<file path="src/pong_geometry_pkg.sv">
package pong_geometry_pkg;

    typedef logic [9:0] coord_t;    // Screen coordinate in pixels
    typedef logic [7:0] score_t;    // Player score, wraps at 255
    typedef logic [9:0] sensor_t;   // Raw distance sensor reading

    // Playing field
    localparam coord_t FIELD_HEIGHT = 10'd120;  // Visible rows
    localparam coord_t FIELD_BOTTOM = 10'd118;  // Ball turns up when y + BALL_SIZE hits this

    // Object sizes
    localparam coord_t BALL_SIZE    = 10'd2;    // Ball is a 2x2 square
    localparam coord_t PADDLE_LEN   = 10'd16;
    localparam coord_t PADDLE_MAX_Y = FIELD_HEIGHT - PADDLE_LEN;   // 104, paddle stays on screen

    // Paddle columns
    localparam coord_t P1_X = 10'd15;
    localparam coord_t P2_X = 10'd144;

    // Serve point, also the position after a restart
    localparam coord_t BALL_START_X = 10'd80;
    localparam coord_t BALL_START_Y = 10'd60;

    // Sensor window and scaling
    localparam sensor_t SENSOR_MIN   = 10'd2;   // Readings below this are the blind spot
    localparam sensor_t SENSOR_LIMIT = 10'd20;  // Readings at or above this are out of range
    localparam coord_t  SENSOR_SCALE = 10'd7;   // Pixels per sensor unit

    // Paddle step table, larger gap gives a larger step
    localparam coord_t GAP_FAR   = 10'd80;
    localparam coord_t GAP_MID   = 10'd50;
    localparam coord_t GAP_NEAR  = 10'd20;
    localparam coord_t STEP_FAR  = 10'd40;
    localparam coord_t STEP_MID  = 10'd20;
    localparam coord_t STEP_NEAR = 10'd4;
    localparam coord_t STEP_FINE = 10'd1;   // Final approach, one pixel per frame

endpackage

</file>
<file path="src/pong_frame_pkg.sv">
package pong_frame_pkg;

    import pong_geometry_pkg::*;

    // Frame request as it arrives from the game loop
    typedef struct packed {
        logic    restart;   // Back to the serve state, no scoring
        sensor_t sensor_1;  // Player 1 hand distance
        sensor_t sensor_2;  // Player 2 hand distance
    } frame_req_t;

    // One paddle's decoded sensor
    typedef struct packed {
        logic   track;      // Reading inside the valid window
        coord_t target;     // Wanted paddle y, only meaningful with track
    } paddle_target_t;

    // Decoded request handed to the physics stage
    typedef struct packed {
        logic           restart;
        paddle_target_t paddle_1;
        paddle_target_t paddle_2;
    } frame_cmd_t;

    // Game state reported after each frame
    typedef struct packed {
        coord_t ball_x;
        coord_t ball_y;
        coord_t paddle_1_y;
        coord_t paddle_2_y;
        score_t score_1;
        score_t score_2;
    } frame_result_t;

    // Serve state loaded by reset and by restart
    localparam frame_result_t START_FRAME = '{
        ball_x:     BALL_START_X,
        ball_y:     BALL_START_Y,
        paddle_1_y: 10'd0,
        paddle_2_y: 10'd0,
        score_1:    8'd0,
        score_2:    8'd0
    };

endpackage

</file>
<file path="src/paddle_target_decode.sv">
`timescale 1ns/1ps

module paddle_target_decode import pong_geometry_pkg::*, pong_frame_pkg::*;
(
    input  logic       clock,
    input  logic       resetn,

    // Request side
    input  logic       in_valid,
    output logic       in_ready,
    input  frame_req_t in_req,

    // Command side towards physics
    output logic       out_valid,
    input  logic       out_ready,
    output frame_cmd_t out_cmd
);

    frame_cmd_t cmd_next;   // Decoded form of the incoming request
    logic       take;       // Request transfer this cycle

    // Sensor reading to paddle target
    // Blind spot and out of range readings give no tracking
    function automatic paddle_target_t decode_sensor(input sensor_t reading);
        paddle_target_t result;
        result.track = (reading >= SENSOR_MIN) && (reading < SENSOR_LIMIT);
        if (result.track)
        begin
            // Nearest valid reading maps to the top row
            result.target = coord_t'((reading - SENSOR_MIN) * SENSOR_SCALE);
        end
        else
        begin
            result.target = '0;
        end
        return result;
    endfunction

    always_comb
    begin
        cmd_next.restart  = in_req.restart;                 // Passes straight through
        cmd_next.paddle_1 = decode_sensor(in_req.sensor_1);
        cmd_next.paddle_2 = decode_sensor(in_req.sensor_2);
    end

    // One entry stage, refills in the cycle it drains
    assign in_ready = !out_valid || out_ready;
    assign take     = in_valid && in_ready;

    always_ff @(posedge clock)
    begin
        if (!resetn)
        begin
            out_valid <= 1'b0;
        end
        else if (take)
        begin
            out_valid <= 1'b1;
        end
        else if (out_ready)
        begin
            out_valid <= 1'b0;  // Drained, nothing new behind it
        end
    end

    // Payload register, only written on a transfer
    always_ff @(posedge clock)
    begin
        if (take)
        begin
            out_cmd <= cmd_next;
        end
    end

endmodule

</file>
<file path="src/pong_physics_execute.sv">
`timescale 1ns/1ps

module pong_physics_execute import pong_geometry_pkg::*, pong_frame_pkg::*;
(
    input  logic          clock,
    input  logic          resetn,

    // Command side from decode
    input  logic          in_valid,
    output logic          in_ready,
    input  frame_cmd_t    in_cmd,

    // Step side towards the result buffer
    output logic          out_valid,
    input  logic          out_ready,
    output frame_result_t out_step
);

    frame_result_t state_q;     // Ball, paddles and scores
    frame_result_t state_next;
    logic          dir_x_q;     // 1 moves right
    logic          dir_y_q;     // 1 moves down
    logic          dir_x_next;
    logic          dir_y_next;
    logic          hit_1;       // Ball returned by paddle 1
    logic          hit_2;       // Ball returned by paddle 2
    logic          miss_1;      // Player 1 missed, player 2 scores
    logic          miss_2;      // Player 2 missed, player 1 scores
    logic          take;

    // Vertical overlap between ball and a paddle
    function automatic logic overlaps(input coord_t ball_y, input coord_t paddle_y);
        return (ball_y + BALL_SIZE >= paddle_y) &&
               (ball_y <= paddle_y + PADDLE_LEN - 10'd1);
    endfunction

    // Move a paddle towards its target using the step table
    function automatic coord_t move_paddle(input coord_t pos, input paddle_target_t tgt);
        coord_t gap;
        coord_t step;
        coord_t moved;
        gap = (tgt.target > pos) ? tgt.target - pos : pos - tgt.target;
        if (gap > GAP_FAR)
            step = STEP_FAR;
        else if (gap > GAP_MID)
            step = STEP_MID;
        else if (gap > GAP_NEAR)
            step = STEP_NEAR;
        else
            step = STEP_FINE;   // Never larger than a nonzero gap
        if (!tgt.track)
            moved = pos;        // Hand not seen, paddle holds
        else if (tgt.target > pos)
            moved = pos + step;
        else if (tgt.target < pos)
            moved = pos - step;
        else
            moved = pos;        // Already on target
        // Targets up to 119 exist, keep the paddle fully on screen
        if (moved > PADDLE_MAX_Y)
            moved = PADDLE_MAX_Y;
        return moved;
    endfunction

    // Decisions all look at the state from before this frame
    assign hit_1  = !dir_x_q && (state_q.ball_x == P1_X + 10'd1) &&
                    overlaps(state_q.ball_y, state_q.paddle_1_y);
    assign hit_2  = dir_x_q && (state_q.ball_x + BALL_SIZE == P2_X) &&
                    overlaps(state_q.ball_y, state_q.paddle_2_y);
    assign miss_1 = (state_q.ball_x == P1_X - 10'd1);               // Past paddle 1
    assign miss_2 = (state_q.ball_x + BALL_SIZE == P2_X + 10'd1);   // Past paddle 2

    always_comb
    begin
        state_next = state_q;
        dir_x_next = dir_x_q;
        dir_y_next = dir_y_q;

        if (in_cmd.restart)
        begin
            state_next = START_FRAME;
            dir_x_next = 1'b1;  // Serve right and down
            dir_y_next = 1'b1;
        end
        else
        begin
            // Paddle bounces
            if (hit_1)
                dir_x_next = 1'b1;
            else if (hit_2)
                dir_x_next = 1'b0;

            // Wall bounces
            if (state_q.ball_y == 10'd0)
                dir_y_next = 1'b1;
            else if (state_q.ball_y + BALL_SIZE == FIELD_BOTTOM)
                dir_y_next = 1'b0;

            if (miss_1 || miss_2)
            begin
                // Serve from center towards whoever missed
                state_next.ball_x = BALL_START_X;
                state_next.ball_y = BALL_START_Y;
                dir_x_next        = miss_2;
                if (miss_1)
                    state_next.score_2 = state_q.score_2 + 8'd1;
                else
                    state_next.score_1 = state_q.score_1 + 8'd1;
            end
            else
            begin
                // One pixel per axis in the new directions
                state_next.ball_x = dir_x_next ? state_q.ball_x + 10'd1 : state_q.ball_x - 10'd1;
                state_next.ball_y = dir_y_next ? state_q.ball_y + 10'd1 : state_q.ball_y - 10'd1;
            end

            state_next.paddle_1_y = move_paddle(state_q.paddle_1_y, in_cmd.paddle_1);
            state_next.paddle_2_y = move_paddle(state_q.paddle_2_y, in_cmd.paddle_2);
        end
    end

    // State only advances when a command is taken, and that only happens
    // when the previous result is gone, so state doubles as the output
    assign in_ready = !out_valid || out_ready;
    assign take     = in_valid && in_ready;
    assign out_step = state_q;

    always_ff @(posedge clock)
    begin
        if (!resetn)
        begin
            state_q   <= START_FRAME;
            dir_x_q   <= 1'b1;
            dir_y_q   <= 1'b1;
            out_valid <= 1'b0;
        end
        else if (take)
        begin
            state_q   <= state_next;
            dir_x_q   <= dir_x_next;
            dir_y_q   <= dir_y_next;
            out_valid <= 1'b1;
        end
        else if (out_ready)
        begin
            out_valid <= 1'b0;
        end
    end

endmodule

</file>
<file path="src/frame_result_buffer.sv">
`timescale 1ns/1ps

module frame_result_buffer import pong_frame_pkg::*;
(
    input  logic          clock,
    input  logic          resetn,

    // Step side from physics
    input  logic          in_valid,
    output logic          in_ready,
    input  frame_result_t in_step,

    // Result side to the consumer
    output logic          out_valid,
    input  logic          out_ready,
    output frame_result_t out_res
);

    logic take;     // Step transfer this cycle

    // Takes a new step when empty or when the held result leaves this cycle
    assign in_ready = !out_valid || out_ready;
    assign take     = in_valid && in_ready;

    always_ff @(posedge clock)
    begin
        if (!resetn)
        begin
            out_valid <= 1'b0;
        end
        else if (take)
        begin
            out_valid <= 1'b1;
        end
        else if (out_ready)
        begin
            out_valid <= 1'b0;  // Taken by the consumer
        end
    end

    // Holds while the consumer stalls
    always_ff @(posedge clock)
    begin
        if (take)
        begin
            out_res <= in_step;
        end
    end

endmodule

</file>
<file path="src/pong_step_engine.sv">
`timescale 1ns/1ps

module pong_step_engine import pong_frame_pkg::*;
(
    input  logic          clock,
    input  logic          resetn,

    // Frame requests
    input  logic          req_valid,
    output logic          req_ready,
    input  frame_req_t    req,

    // Frame results
    output logic          res_valid,
    input  logic          res_ready,
    output frame_result_t res
);

    // Decode to execute
    logic          cmd_valid;
    logic          cmd_ready;
    frame_cmd_t    cmd;

    // Execute to result buffer
    logic          step_valid;
    logic          step_ready;
    frame_result_t step;

    paddle_target_decode i_paddle_target_decode (
        .clock     (clock),
        .resetn    (resetn),
        .in_valid  (req_valid),
        .in_ready  (req_ready),
        .in_req    (req),
        .out_valid (cmd_valid),
        .out_ready (cmd_ready),
        .out_cmd   (cmd)
    );

    pong_physics_execute i_pong_physics_execute (
        .clock     (clock),
        .resetn    (resetn),
        .in_valid  (cmd_valid),
        .in_ready  (cmd_ready),
        .in_cmd    (cmd),
        .out_valid (step_valid),
        .out_ready (step_ready),
        .out_step  (step)
    );

    frame_result_buffer i_frame_result_buffer (
        .clock     (clock),
        .resetn    (resetn),
        .in_valid  (step_valid),
        .in_ready  (step_ready),
        .in_step   (step),
        .out_valid (res_valid),
        .out_ready (res_ready),
        .out_res   (res)
    );

endmodule

</file>
<file path="config.mk">
export PLATFORM = sky130hd
export DESIGN_NAME = pong_step_engine
export DESIGN_NICKNAME = d
export VERILOG_FILES = /design/src/pong_geometry_pkg.sv /design/src/pong_frame_pkg.sv /design/src/paddle_target_decode.sv /design/src/pong_physics_execute.sv /design/src/frame_result_buffer.sv /design/src/pong_step_engine.sv
export SDC_FILE = /design/constraint.sdc
export NUM_CORES = 1
export LEC_CHECK = 0
export BUFFER_PORTS_ARGS = -buffer_cell sky130_fd_sc_hd__buf_2
export CAP_MARGIN = 40
export CORE_MARGIN = 2
export CORE_UTILIZATION = 30
export CTS_CLUSTER_DIAMETER = 150
export DETAILED_ROUTE_END_ITERATION = 8
export MAX_ROUTING_LAYER = met4
export PLACE_DENSITY = 0.52
export SLEW_MARGIN = 20
export SYNTH_ARGS = -nofsm -noshare
export SYNTH_HDL_FRONTEND = slang
export SYNTH_HIERARCHICAL = 1
export SYNTH_SLANG_ARGS = --single-unit
</file>
<file path="constraint.sdc">
create_clock -name clock -period 11.5 [get_ports clock]
set_input_delay 0.575 -clock clock [delete_from_list [all_inputs] [get_ports clock]]
set_output_delay 0.575 -clock clock [all_outputs]
set_load 0.05 [all_outputs]
</file>
---- After elaboration in Yosys (flattened, before gate mapping) ----
Cells that the tools add are included.
storage, ports and cells
  bits in registers ....................... 140
  bits in latches ......................... 0
  memory bits (writable) .................. 0
  ROM bits ................................ 0
  memories kept ........................... 0
operators by class
  add/sub/neg operators ................... 22
  multiply operators ...................... 2
  div/mod/pow operators ................... 0
  $lt $le $gt $ge ......................... 20
  equal/unequal tests ..................... 6
  shift operators ......................... 0
  mux-type cells .......................... 42
  bitwise operators ....................... 0
  reductions and logical operators ........ 27
operator list
  kind                                                                 count
  2-to-1 mux 10 bit                                                    20
  subtractor 10 bit                                                    6
  2-to-1 mux 56 bit                                                    1
  > comparator 10 x 7 -> 1 bit (second input constant)                 4
  subtractor 10 x 1 -> 10 bit (second input constant)                  4
  adder 10 x 1 -> 10 bit (second input constant)                       2
  adder 10 bit                                                         2
  adder 10 x 2 -> 10 bit (second input constant)                       2
  adder 10 x 5 -> 10 bit (second input constant)                       2
  equality test 10 x 8 -> 1 bit (second input constant)                2
  greater-or-equal comparator 10 bit                                   2
  greater-or-equal comparator 10 x 2 -> 1 bit (second input constant)  2
  > comparator 10 bit                                                  2
  > comparator 10 x 5 -> 1 bit (second input constant)                 2
  > comparator 10 x 6 -> 1 bit (second input constant)                 2
  <= comparator 10 bit                                                 2
  < comparator 10 bit                                                  2
  < comparator 10 x 5 -> 1 bit (second input constant)                 2
  multiplier 10 x 3 -> 10 bit (second input constant)                  2
  2-to-1 mux 20 bit                                                    1
  subtractor 10 x 2 -> 10 bit (second input constant)                  2
  adder 8 x 1 -> 8 bit (second input constant)                         2
  2-to-1 mux 16 bit                                                    1
  2-to-1 mux 8 bit                                                     2
  other kinds (12)                                                     48

---- Logic depth before layout (Yosys ltp) ----
  word-level depth ........................ 15
  mapped depth ............................ 24

---- Hierarchy ----
Netlist, hierarchy kept.
modules (own cells, without submodules)
  module                instances  cells an instance  area each (um^2)
  pong_physics_execute  1          970                7751.2
  paddle_target_decode  1          247                2321.0
  frame_result_buffer   1          61                 1739.2

---- Worst setup path before layout ----
No wires, ideal clock.
  path type ............................... reg2reg
  start ................................... reg i_pong_physics_execute.state_q (netlist bit i_pong_physics_execute/out_step[25])
  end ..................................... reg i_pong_physics_execute.state_q (netlist bit i_pong_physics_execute/out_step[22])
  library setup time ...................... 126 ps
  data arrival time ....................... 5395 ps
  path slack .............................. 5979 ps
  cell stages (with the launch flop) ...... 23
  buffers on the path ..................... 1
  period minus slack after synthesis ...... 5521 ps
  path through ............................ dfxtp_1 -> inv_1 -> ha_1 -> nand4_4 -> or3_4 -> o31ai_2 -> buf_6 -> mux2i_1 -> xor2_2 -> a31oi_1 -> o31ai_2 -> o2111ai_2 -> or2_1 -> ha_1 -> nor4bb_1 -> o31ai_1 -> a2111oi_0 -> mux2i_1 -> xnor2_1 -> or4_1 -> a31o_2 -> o41ai_2 -> a21oi_1
on the way
  cells in the longest elaborated chain, start to end .. 15
  elaborated cells on any way between the ends .. 21
  classes of those cells .................. add/sub (4); order compare (6); mux (11)
RTL lines
  what                                                             line                                                    RTL
  start, declared                                                  pong_physics_execute.sv:19                              frame_result_t state_q;
  start signal, assigned                                           pong_physics_execute.sv:139                             state_q <= state_next;
  subtractor 10 bit / > comparator 10 bit (equally long branches)  pong_physics_execute.sv:42, pong_physics_execute.sv:53
  2-to-1 mux 10 bit                                                pong_physics_execute.sv:42                              gap = (tgt.target > pos) ? tgt.target - pos : pos - tgt.target;
  > comparator 10 x 5 -> 1 bit                                     pong_physics_execute.sv:47                              else if (gap > GAP_NEAR)
  2-to-1 mux 3 bit                                                 pong_physics_execute.sv:47
  2-to-1 mux 10 bit                                                pong_physics_execute.sv:45                              else if (gap > GAP_MID)
  2-to-1 mux 10 bit                                                pong_physics_execute.sv:43                              if (gap > GAP_FAR)
  2-to-1 mux 10 bit                                                pong_physics_execute.sv:79                              if (in_cmd.restart)
  subtractor 10 bit                                                pong_physics_execute.sv:56                              moved = pos - step;
  2-to-1 mux 10 bit                                                pong_physics_execute.sv:55                              else if (tgt.target < pos)
  2-to-1 mux 10 bit                                                pong_physics_execute.sv:53                              else if (tgt.target > pos)
  2-to-1 mux 10 bit *                                              pong_physics_execute.sv:51                              if (!tgt.track)
  2-to-1 mux 10 bit *                                              pong_physics_execute.sv:79
  > comparator 10 x 7 -> 1 bit                                     pong_physics_execute.sv:60                              if (moved > PADDLE_MAX_Y)
  2-to-1 mux 10 bit *                                              pong_physics_execute.sv:60
  2-to-1 mux 56 bit *                                              pong_physics_execute.sv:79
Every way passes the cells marked *; elsewhere a longest branch is shown, timed or not. The select of a mux whose other input is x is not followed.
A chain may end at the register's enable or synchronous reset.

---- Final worst setup path ----
  start ................................... reg i_pong_physics_execute.state_q (netlist bit i_pong_physics_execute/out_step[22])
  end ..................................... reg i_pong_physics_execute.state_q (netlist bit i_pong_physics_execute/out_step[19])
Same word-level chain as after synthesis.

==> flow_results.xml <==
<?xml version="1.0" encoding="UTF-8"?>
<metrics>
  <group name="run_status">
    <metric name="status" unit="">completed</metric>
  </group>
  <group name="route">
    <metric name="drt_iter0_drc" unit="">530</metric>
    <metric name="detail_route_antenna_nets" unit="">0</metric>
    <metric name="via_count" unit="">9623</metric>
    <metric name="post_drt_via_cell_ratio" unit="">5.10</metric>
    <metric name="routed_wire_length_per_instance" unit="um">16.5</metric>
    <metric name="drc" unit="">0</metric>
    <metric name="detail_route.wirelength" unit="um">31200</metric>
    <metric name="first_pass_iteration_count_of_the_detailed_router" unit="">5</metric>
  </group>
  <group name="timing">
    <metric name="fmax" unit="MHz">147</metric>
    <metric name="setup_viol" unit="">0</metric>
    <metric name="grt_setup_unrepaired" unit="">false</metric>
    <metric name="fin_ws" unit="ns">4.70</metric>
    <metric name="setup_total_negative_slack" unit="ns">0</metric>
    <metric name="slew_viol_final" unit="">0</metric>
    <metric name="final_hold_viol_count" unit="">0</metric>
    <metric name="slew_limit_headroom" unit="%">47.3</metric>
    <metric name="max_slew.worst_pin.slew" unit="ns">0.790</metric>
    <metric name="fin_worst_hold_slack" unit="ns">0.338</metric>
    <metric name="period_minus_slack" unit="ns">6.80</metric>
    <metric name="fin_skew" unit="ns">0.0116</metric>
    <metric name="final.period_utilization" unit="%">59.1</metric>
  </group>
  <group name="synth">
    <metric name="synth_sequential_area_ratio" unit="%">30.4</metric>
    <metric name="synth_adder_area_share" unit="%">18.0</metric>
    <metric name="synth_async_sr_flop_share" unit="%">0</metric>
    <metric name="syn-cell-area" unit="mm2">0.0118</metric>
    <metric name="post_synthesis_xor_xnor_area_fraction" unit="%">7.45</metric>
    <metric name="synth_simple_gate_area_share" unit="%">17.4</metric>
    <metric name="count_of_mapped_cells_out_of_synthesis" unit="">1278</metric>
    <metric name="synth-compound-area-share" unit="%">20.8</metric>
    <metric name="synth_warnings" unit="">6</metric>
    <metric name="synth-edff-count" unit="">79</metric>
    <metric name="main_combinational_cell_family_by_area_after_synthesis" unit="">compound AO/OA/AOI/OAI gates</metric>
    <metric name="synth-seq-cells" unit="">140</metric>
    <metric name="synth_fp_nets" unit="">1465</metric>
    <metric name="synth_mux_area_share" unit="%">1.54</metric>
    <metric name="synth_flop_cell" unit="">sky130_fd_sc_hd__edfxtp_1</metric>
    <metric name="synth_area_per_cell" unit="um2">9.24</metric>
    <metric name="yosysUniqueCellTypes" unit="">104</metric>
  </group>
  <group name="layout">
    <metric name="layout-drive-gt1-share" unit="%">12.1</metric>
    <metric name="nets" unit="">1543</metric>
    <metric name="multiInputGateArea" unit="mm2">0.00770</metric>
    <metric name="final-seq-area" unit="mm2">0.00359</metric>
    <metric name="number_of_filler_cells_placed_in_the_layout" unit="">4028</metric>
    <metric name="finalNonFillerCells" unit="">1887</metric>
    <metric name="antenna_cells_inserted" unit="">0</metric>
    <metric name="syn_to_final_growth" unit="%">13.2</metric>
  </group>
  <group name="grt">
    <metric name="grt_pass1_vias" unit="">9430</metric>
    <metric name="grt_antenna_before_repair" unit="">0</metric>
    <metric name="track_usage" unit="%">15.9</metric>
    <metric name="grt_pass1_wl" unit="um">50400</metric>
    <metric name="grt_overflow" unit="">0</metric>
    <metric name="grt_start_max_net_pins" unit="">57</metric>
  </group>
  <group name="clock_tree">
    <metric name="buffer_levels_on_the_longest_clock_path" unit="">2</metric>
    <metric name="cts_setup_buffers" unit="">0</metric>
    <metric name="numCtsBuffers" unit="">17</metric>
    <metric name="htree_num_levels" unit="">4</metric>
    <metric name="insertion_delay_of_the_later_clocked_pin_in_the_worst_skew_pair" unit="ns">0.43</metric>
    <metric name="cts_sinks" unit="">140</metric>
    <metric name="clock_tree.root_cell" unit="">sky130_fd_sc_hd__clkbuf_16</metric>
    <metric name="clk_pin_slew" unit="ns">0.07</metric>
    <metric name="total_of_hold_buffers_inserted_after_clock_tree_synthesis" unit="">0</metric>
    <metric name="cts-resized-gates" unit="">0</metric>
    <metric name="tritoncts" unit="">built</metric>
  </group>
  <group name="die">
    <metric name="placementRows" unit="">72</metric>
    <metric name="die_h" unit="um">202</metric>
    <metric name="die_w" unit="um">202</metric>
    <metric name="die_area" unit="mm2">0.0410</metric>
    <metric name="floorplan.initialDensity" unit="%">30.5</metric>
    <metric name="pin_count" unit="">83</metric>
    <metric name="core_area" unit="mm2">0.0387</metric>
  </group>
  <group name="power_and_ir_drop">
    <metric name="power_per_cell_area" unit="mW/mm2">118</metric>
    <metric name="vdd.ir_drop.worst" unit="V">0.0000832</metric>
    <metric name="power.static_leakage" unit="nW">5.59</metric>
    <metric name="power" unit="W">0.00158</metric>
  </group>
  <group name="critical_path">
    <metric name="arrival_time_reported_for_the_critical_path_endpoint" unit="ns">7.09</metric>
    <metric name="worst_path_max_delay_cell" unit="">sky130_fd_sc_hd__o31ai_2</metric>
    <metric name="critPathBufInv" unit="">2</metric>
    <metric name="worst_path_dominant_cell_family" unit="">compound AO/OA/AOI/OAI gates</metric>
    <metric name="setup.worst_path.class" unit="">reg2reg</metric>
    <metric name="cp-start-kind" unit="">register</metric>
    <metric name="timing.critical_path.required" unit="ns">11.79</metric>
    <metric name="worstPathCellList" unit="">clkinv_1 -&gt; ha_1 -&gt; and3_1 -&gt; o21a_1 -&gt; o31ai_2 -&gt; buf_4 -&gt; mux2i_1 -&gt; xor2_2 -&gt; a31oi_1 -&gt; o31ai_2 -&gt; o2111ai_2 -&gt; or2_1 -&gt; ha_1 -&gt; nor4bb_1 -&gt; o31ai_1 -&gt; a2111oi_0 -&gt; mux2i_1 -&gt; xnor2_1 -&gt; or4_1 -&gt; a31o_2 -&gt; nor4_1 -&gt; a211oi_1</metric>
    <metric name="critical_path.max_stage_delay" unit="ns">0.54</metric>
    <metric name="crit_path_end_kind" unit="">register</metric>
    <metric name="critical_path_peak_fanout" unit="">9</metric>
  </group>
  <group name="job">
    <metric name="drv.max_cap_violation_count" unit="">0</metric>
  </group>
  <group name="hold_path">
    <metric name="timing.hold.worst.class" unit="">in2reg</metric>
  </group>
  <group name="placement">
    <metric name="detailedPlacementHpwl" unit="um">23800</metric>
    <metric name="io_buffer_count" unit="">82</metric>
    <metric name="pre_cts_ws" unit="ns">4.82</metric>
    <metric name="globalplace.congestion" unit="">0.919</metric>
    <metric name="placed_cells" unit="">1855</metric>
  </group>
</metrics>
## worst paths after layout
kind	start	endpoint	slack [ns]	depth (start not counted)
setup reg to reg	i_pong_physics_execute/out_step[22]	i_pong_physics_execute/out_step[19]	4.70	22
hold reg to reg	i_pong_physics_execute/out_step[7]	i_frame_result_buffer/out_res[7]	0.46	0
setup / recovery	i_pong_physics_execute/out_step[22]	i_pong_physics_execute/out_step[19]	4.70	22
hold / removal	req[20]	i_paddle_target_decode/out_cmd[22]	0.34	1
## flip-flops by register name (all words and copies together) (netlist names)
signal,cells
i_pong_physics_execute/dir_y_q,1
i_pong_physics_execute/dir_x_q,1
i_paddle_target_decode/out_cmd,23
i_frame_result_buffer/out_res,56
i_paddle_target_decode/out_valid,1
i_frame_result_buffer/out_valid,1
i_pong_physics_execute/out_valid,1
i_pong_physics_execute/out_step,56
## synthesized netlist by cell type (11+ instances only)
library cell	instances	area share (%)
sky130_fd_sc_hd__xor2_1	28	2.1
sky130_fd_sc_hd__nor2b_1	27	1.4
sky130_fd_sc_hd__dfxtp_1	61	10
sky130_fd_sc_hd__inv_1	97	3.1
sky130_fd_sc_hd__nand2_1	89	2.8
sky130_fd_sc_hd__nor2_1	75	2.4
sky130_fd_sc_hd__mux2i_1	17	1.4
sky130_fd_sc_hd__clkbuf_1	16	0.51
sky130_fd_sc_hd__and2_1	13	0.69
sky130_fd_sc_hd__a21oi_1	58	2.5
sky130_fd_sc_hd__and3_1	18	0.95
sky130_fd_sc_hd__o211ai_1	17	1.1
sky130_fd_sc_hd__a211oi_1	14	0.89
sky130_fd_sc_hd__a21o_1	35	2.2
sky130_fd_sc_hd__edfxtp_1	79	20
sky130_fd_sc_hd__fa_1	13	2.2
sky130_fd_sc_hd__nor3_1	36	1.5
sky130_fd_sc_hd__nand4_1	16	0.85
sky130_fd_sc_hd__nand3_1	29	1.2
sky130_fd_sc_hd__ha_1	149	16
sky130_fd_sc_hd__o21a_1	16	1.0
sky130_fd_sc_hd__xnor2_1	68	5.0
sky130_fd_sc_hd__nand2b_1	21	1.1
sky130_fd_sc_hd__a21boi_0	20	1.3
sky130_fd_sc_hd__o21bai_1	11	0.70
sky130_fd_sc_hd__o21ai_0	54	2.3
## power by group
group,internal (W),switching [W]
combinational,0.000181,0.000263
sequential,0.000542,0.0000221
clock,0.000344,0.000227
total,0.00107,0.000511
## through the flow
step                util [%]  cell area, um2
floorplan                  -           11800
global placement        32.9           12800
detailed placement      33.0           12800
CTS                     34.5           13400
global route            34.5           13400
finish                  34.5           13400
## routing by layer
layer	routed length, um	GRT usage, %	part of all wire, %	up-vias
met5	0	-	0	-
met4	649	5.37	2.1	0
met3	1080	1.77	3.5	37
met2	14100	25.2	45	205
met1	15300	20.9	49	4518
li1	-	-	-	4863
## layout make-up
type	count	area share (%)
clock inverters	12	1.21
inverters	99	2.78
clock buffers	20	3.27
flip-flops and latches	140	26.9
well taps	518	4.85
multi-input cells	1009	57.6
repair buffers	89	3.42
## worst reg2reg max path: stages (launching register included)
cell                        delay (ns)
sky130_fd_sc_hd__dfxtp_1          0.46
sky130_fd_sc_hd__clkinv_1         0.32
sky130_fd_sc_hd__ha_1             0.33
sky130_fd_sc_hd__and3_1           0.18
sky130_fd_sc_hd__o21a_1           0.23
sky130_fd_sc_hd__o31ai_2          0.54
sky130_fd_sc_hd__buf_4            0.27
sky130_fd_sc_hd__mux2i_1          0.28
sky130_fd_sc_hd__xor2_2           0.19
sky130_fd_sc_hd__a31oi_1          0.12
sky130_fd_sc_hd__o31ai_2          0.22
sky130_fd_sc_hd__o2111ai_2        0.24
sky130_fd_sc_hd__or2_1            0.28
sky130_fd_sc_hd__ha_1             0.37
sky130_fd_sc_hd__nor4bb_1         0.47
sky130_fd_sc_hd__o31ai_1          0.20
sky130_fd_sc_hd__a2111oi_0        0.48
sky130_fd_sc_hd__mux2i_1          0.17
sky130_fd_sc_hd__xnor2_1          0.15
sky130_fd_sc_hd__or4_1            0.46
sky130_fd_sc_hd__a31o_2           0.32
sky130_fd_sc_hd__nor4_1           0.31
sky130_fd_sc_hd__a211oi_1         0.07
## placed cells by master, fill, tap and decap left out, types with 18 or more instances in the layout
master                       n
sky130_fd_sc_hd__a21oi_1    58
sky130_fd_sc_hd__nor2_1     75
sky130_fd_sc_hd__nand2_1    89
sky130_fd_sc_hd__o21ai_0    54
sky130_fd_sc_hd__nand3_1    29
sky130_fd_sc_hd__and3_1     18
sky130_fd_sc_hd__a21o_1     35
sky130_fd_sc_hd__xor2_1     28
sky130_fd_sc_hd__ha_1      149
sky130_fd_sc_hd__dfxtp_1    61
sky130_fd_sc_hd__buf_2      84
sky130_fd_sc_hd__edfxtp_1   79
sky130_fd_sc_hd__nor3_1     36
sky130_fd_sc_hd__inv_1      97
sky130_fd_sc_hd__xnor2_1    68
sky130_fd_sc_hd__a21boi_0   20
sky130_fd_sc_hd__nand2b_1   21
sky130_fd_sc_hd__nor2b_1    27
## kinds of logic after synthesis
family	after synthesis
mux	18
buf+inv	129
simple gates	386
fa+ha+maj	162
compound gates	345
xor+xnor	98
flops	140
Note: power is estimated with default switching activity, not from simulation.
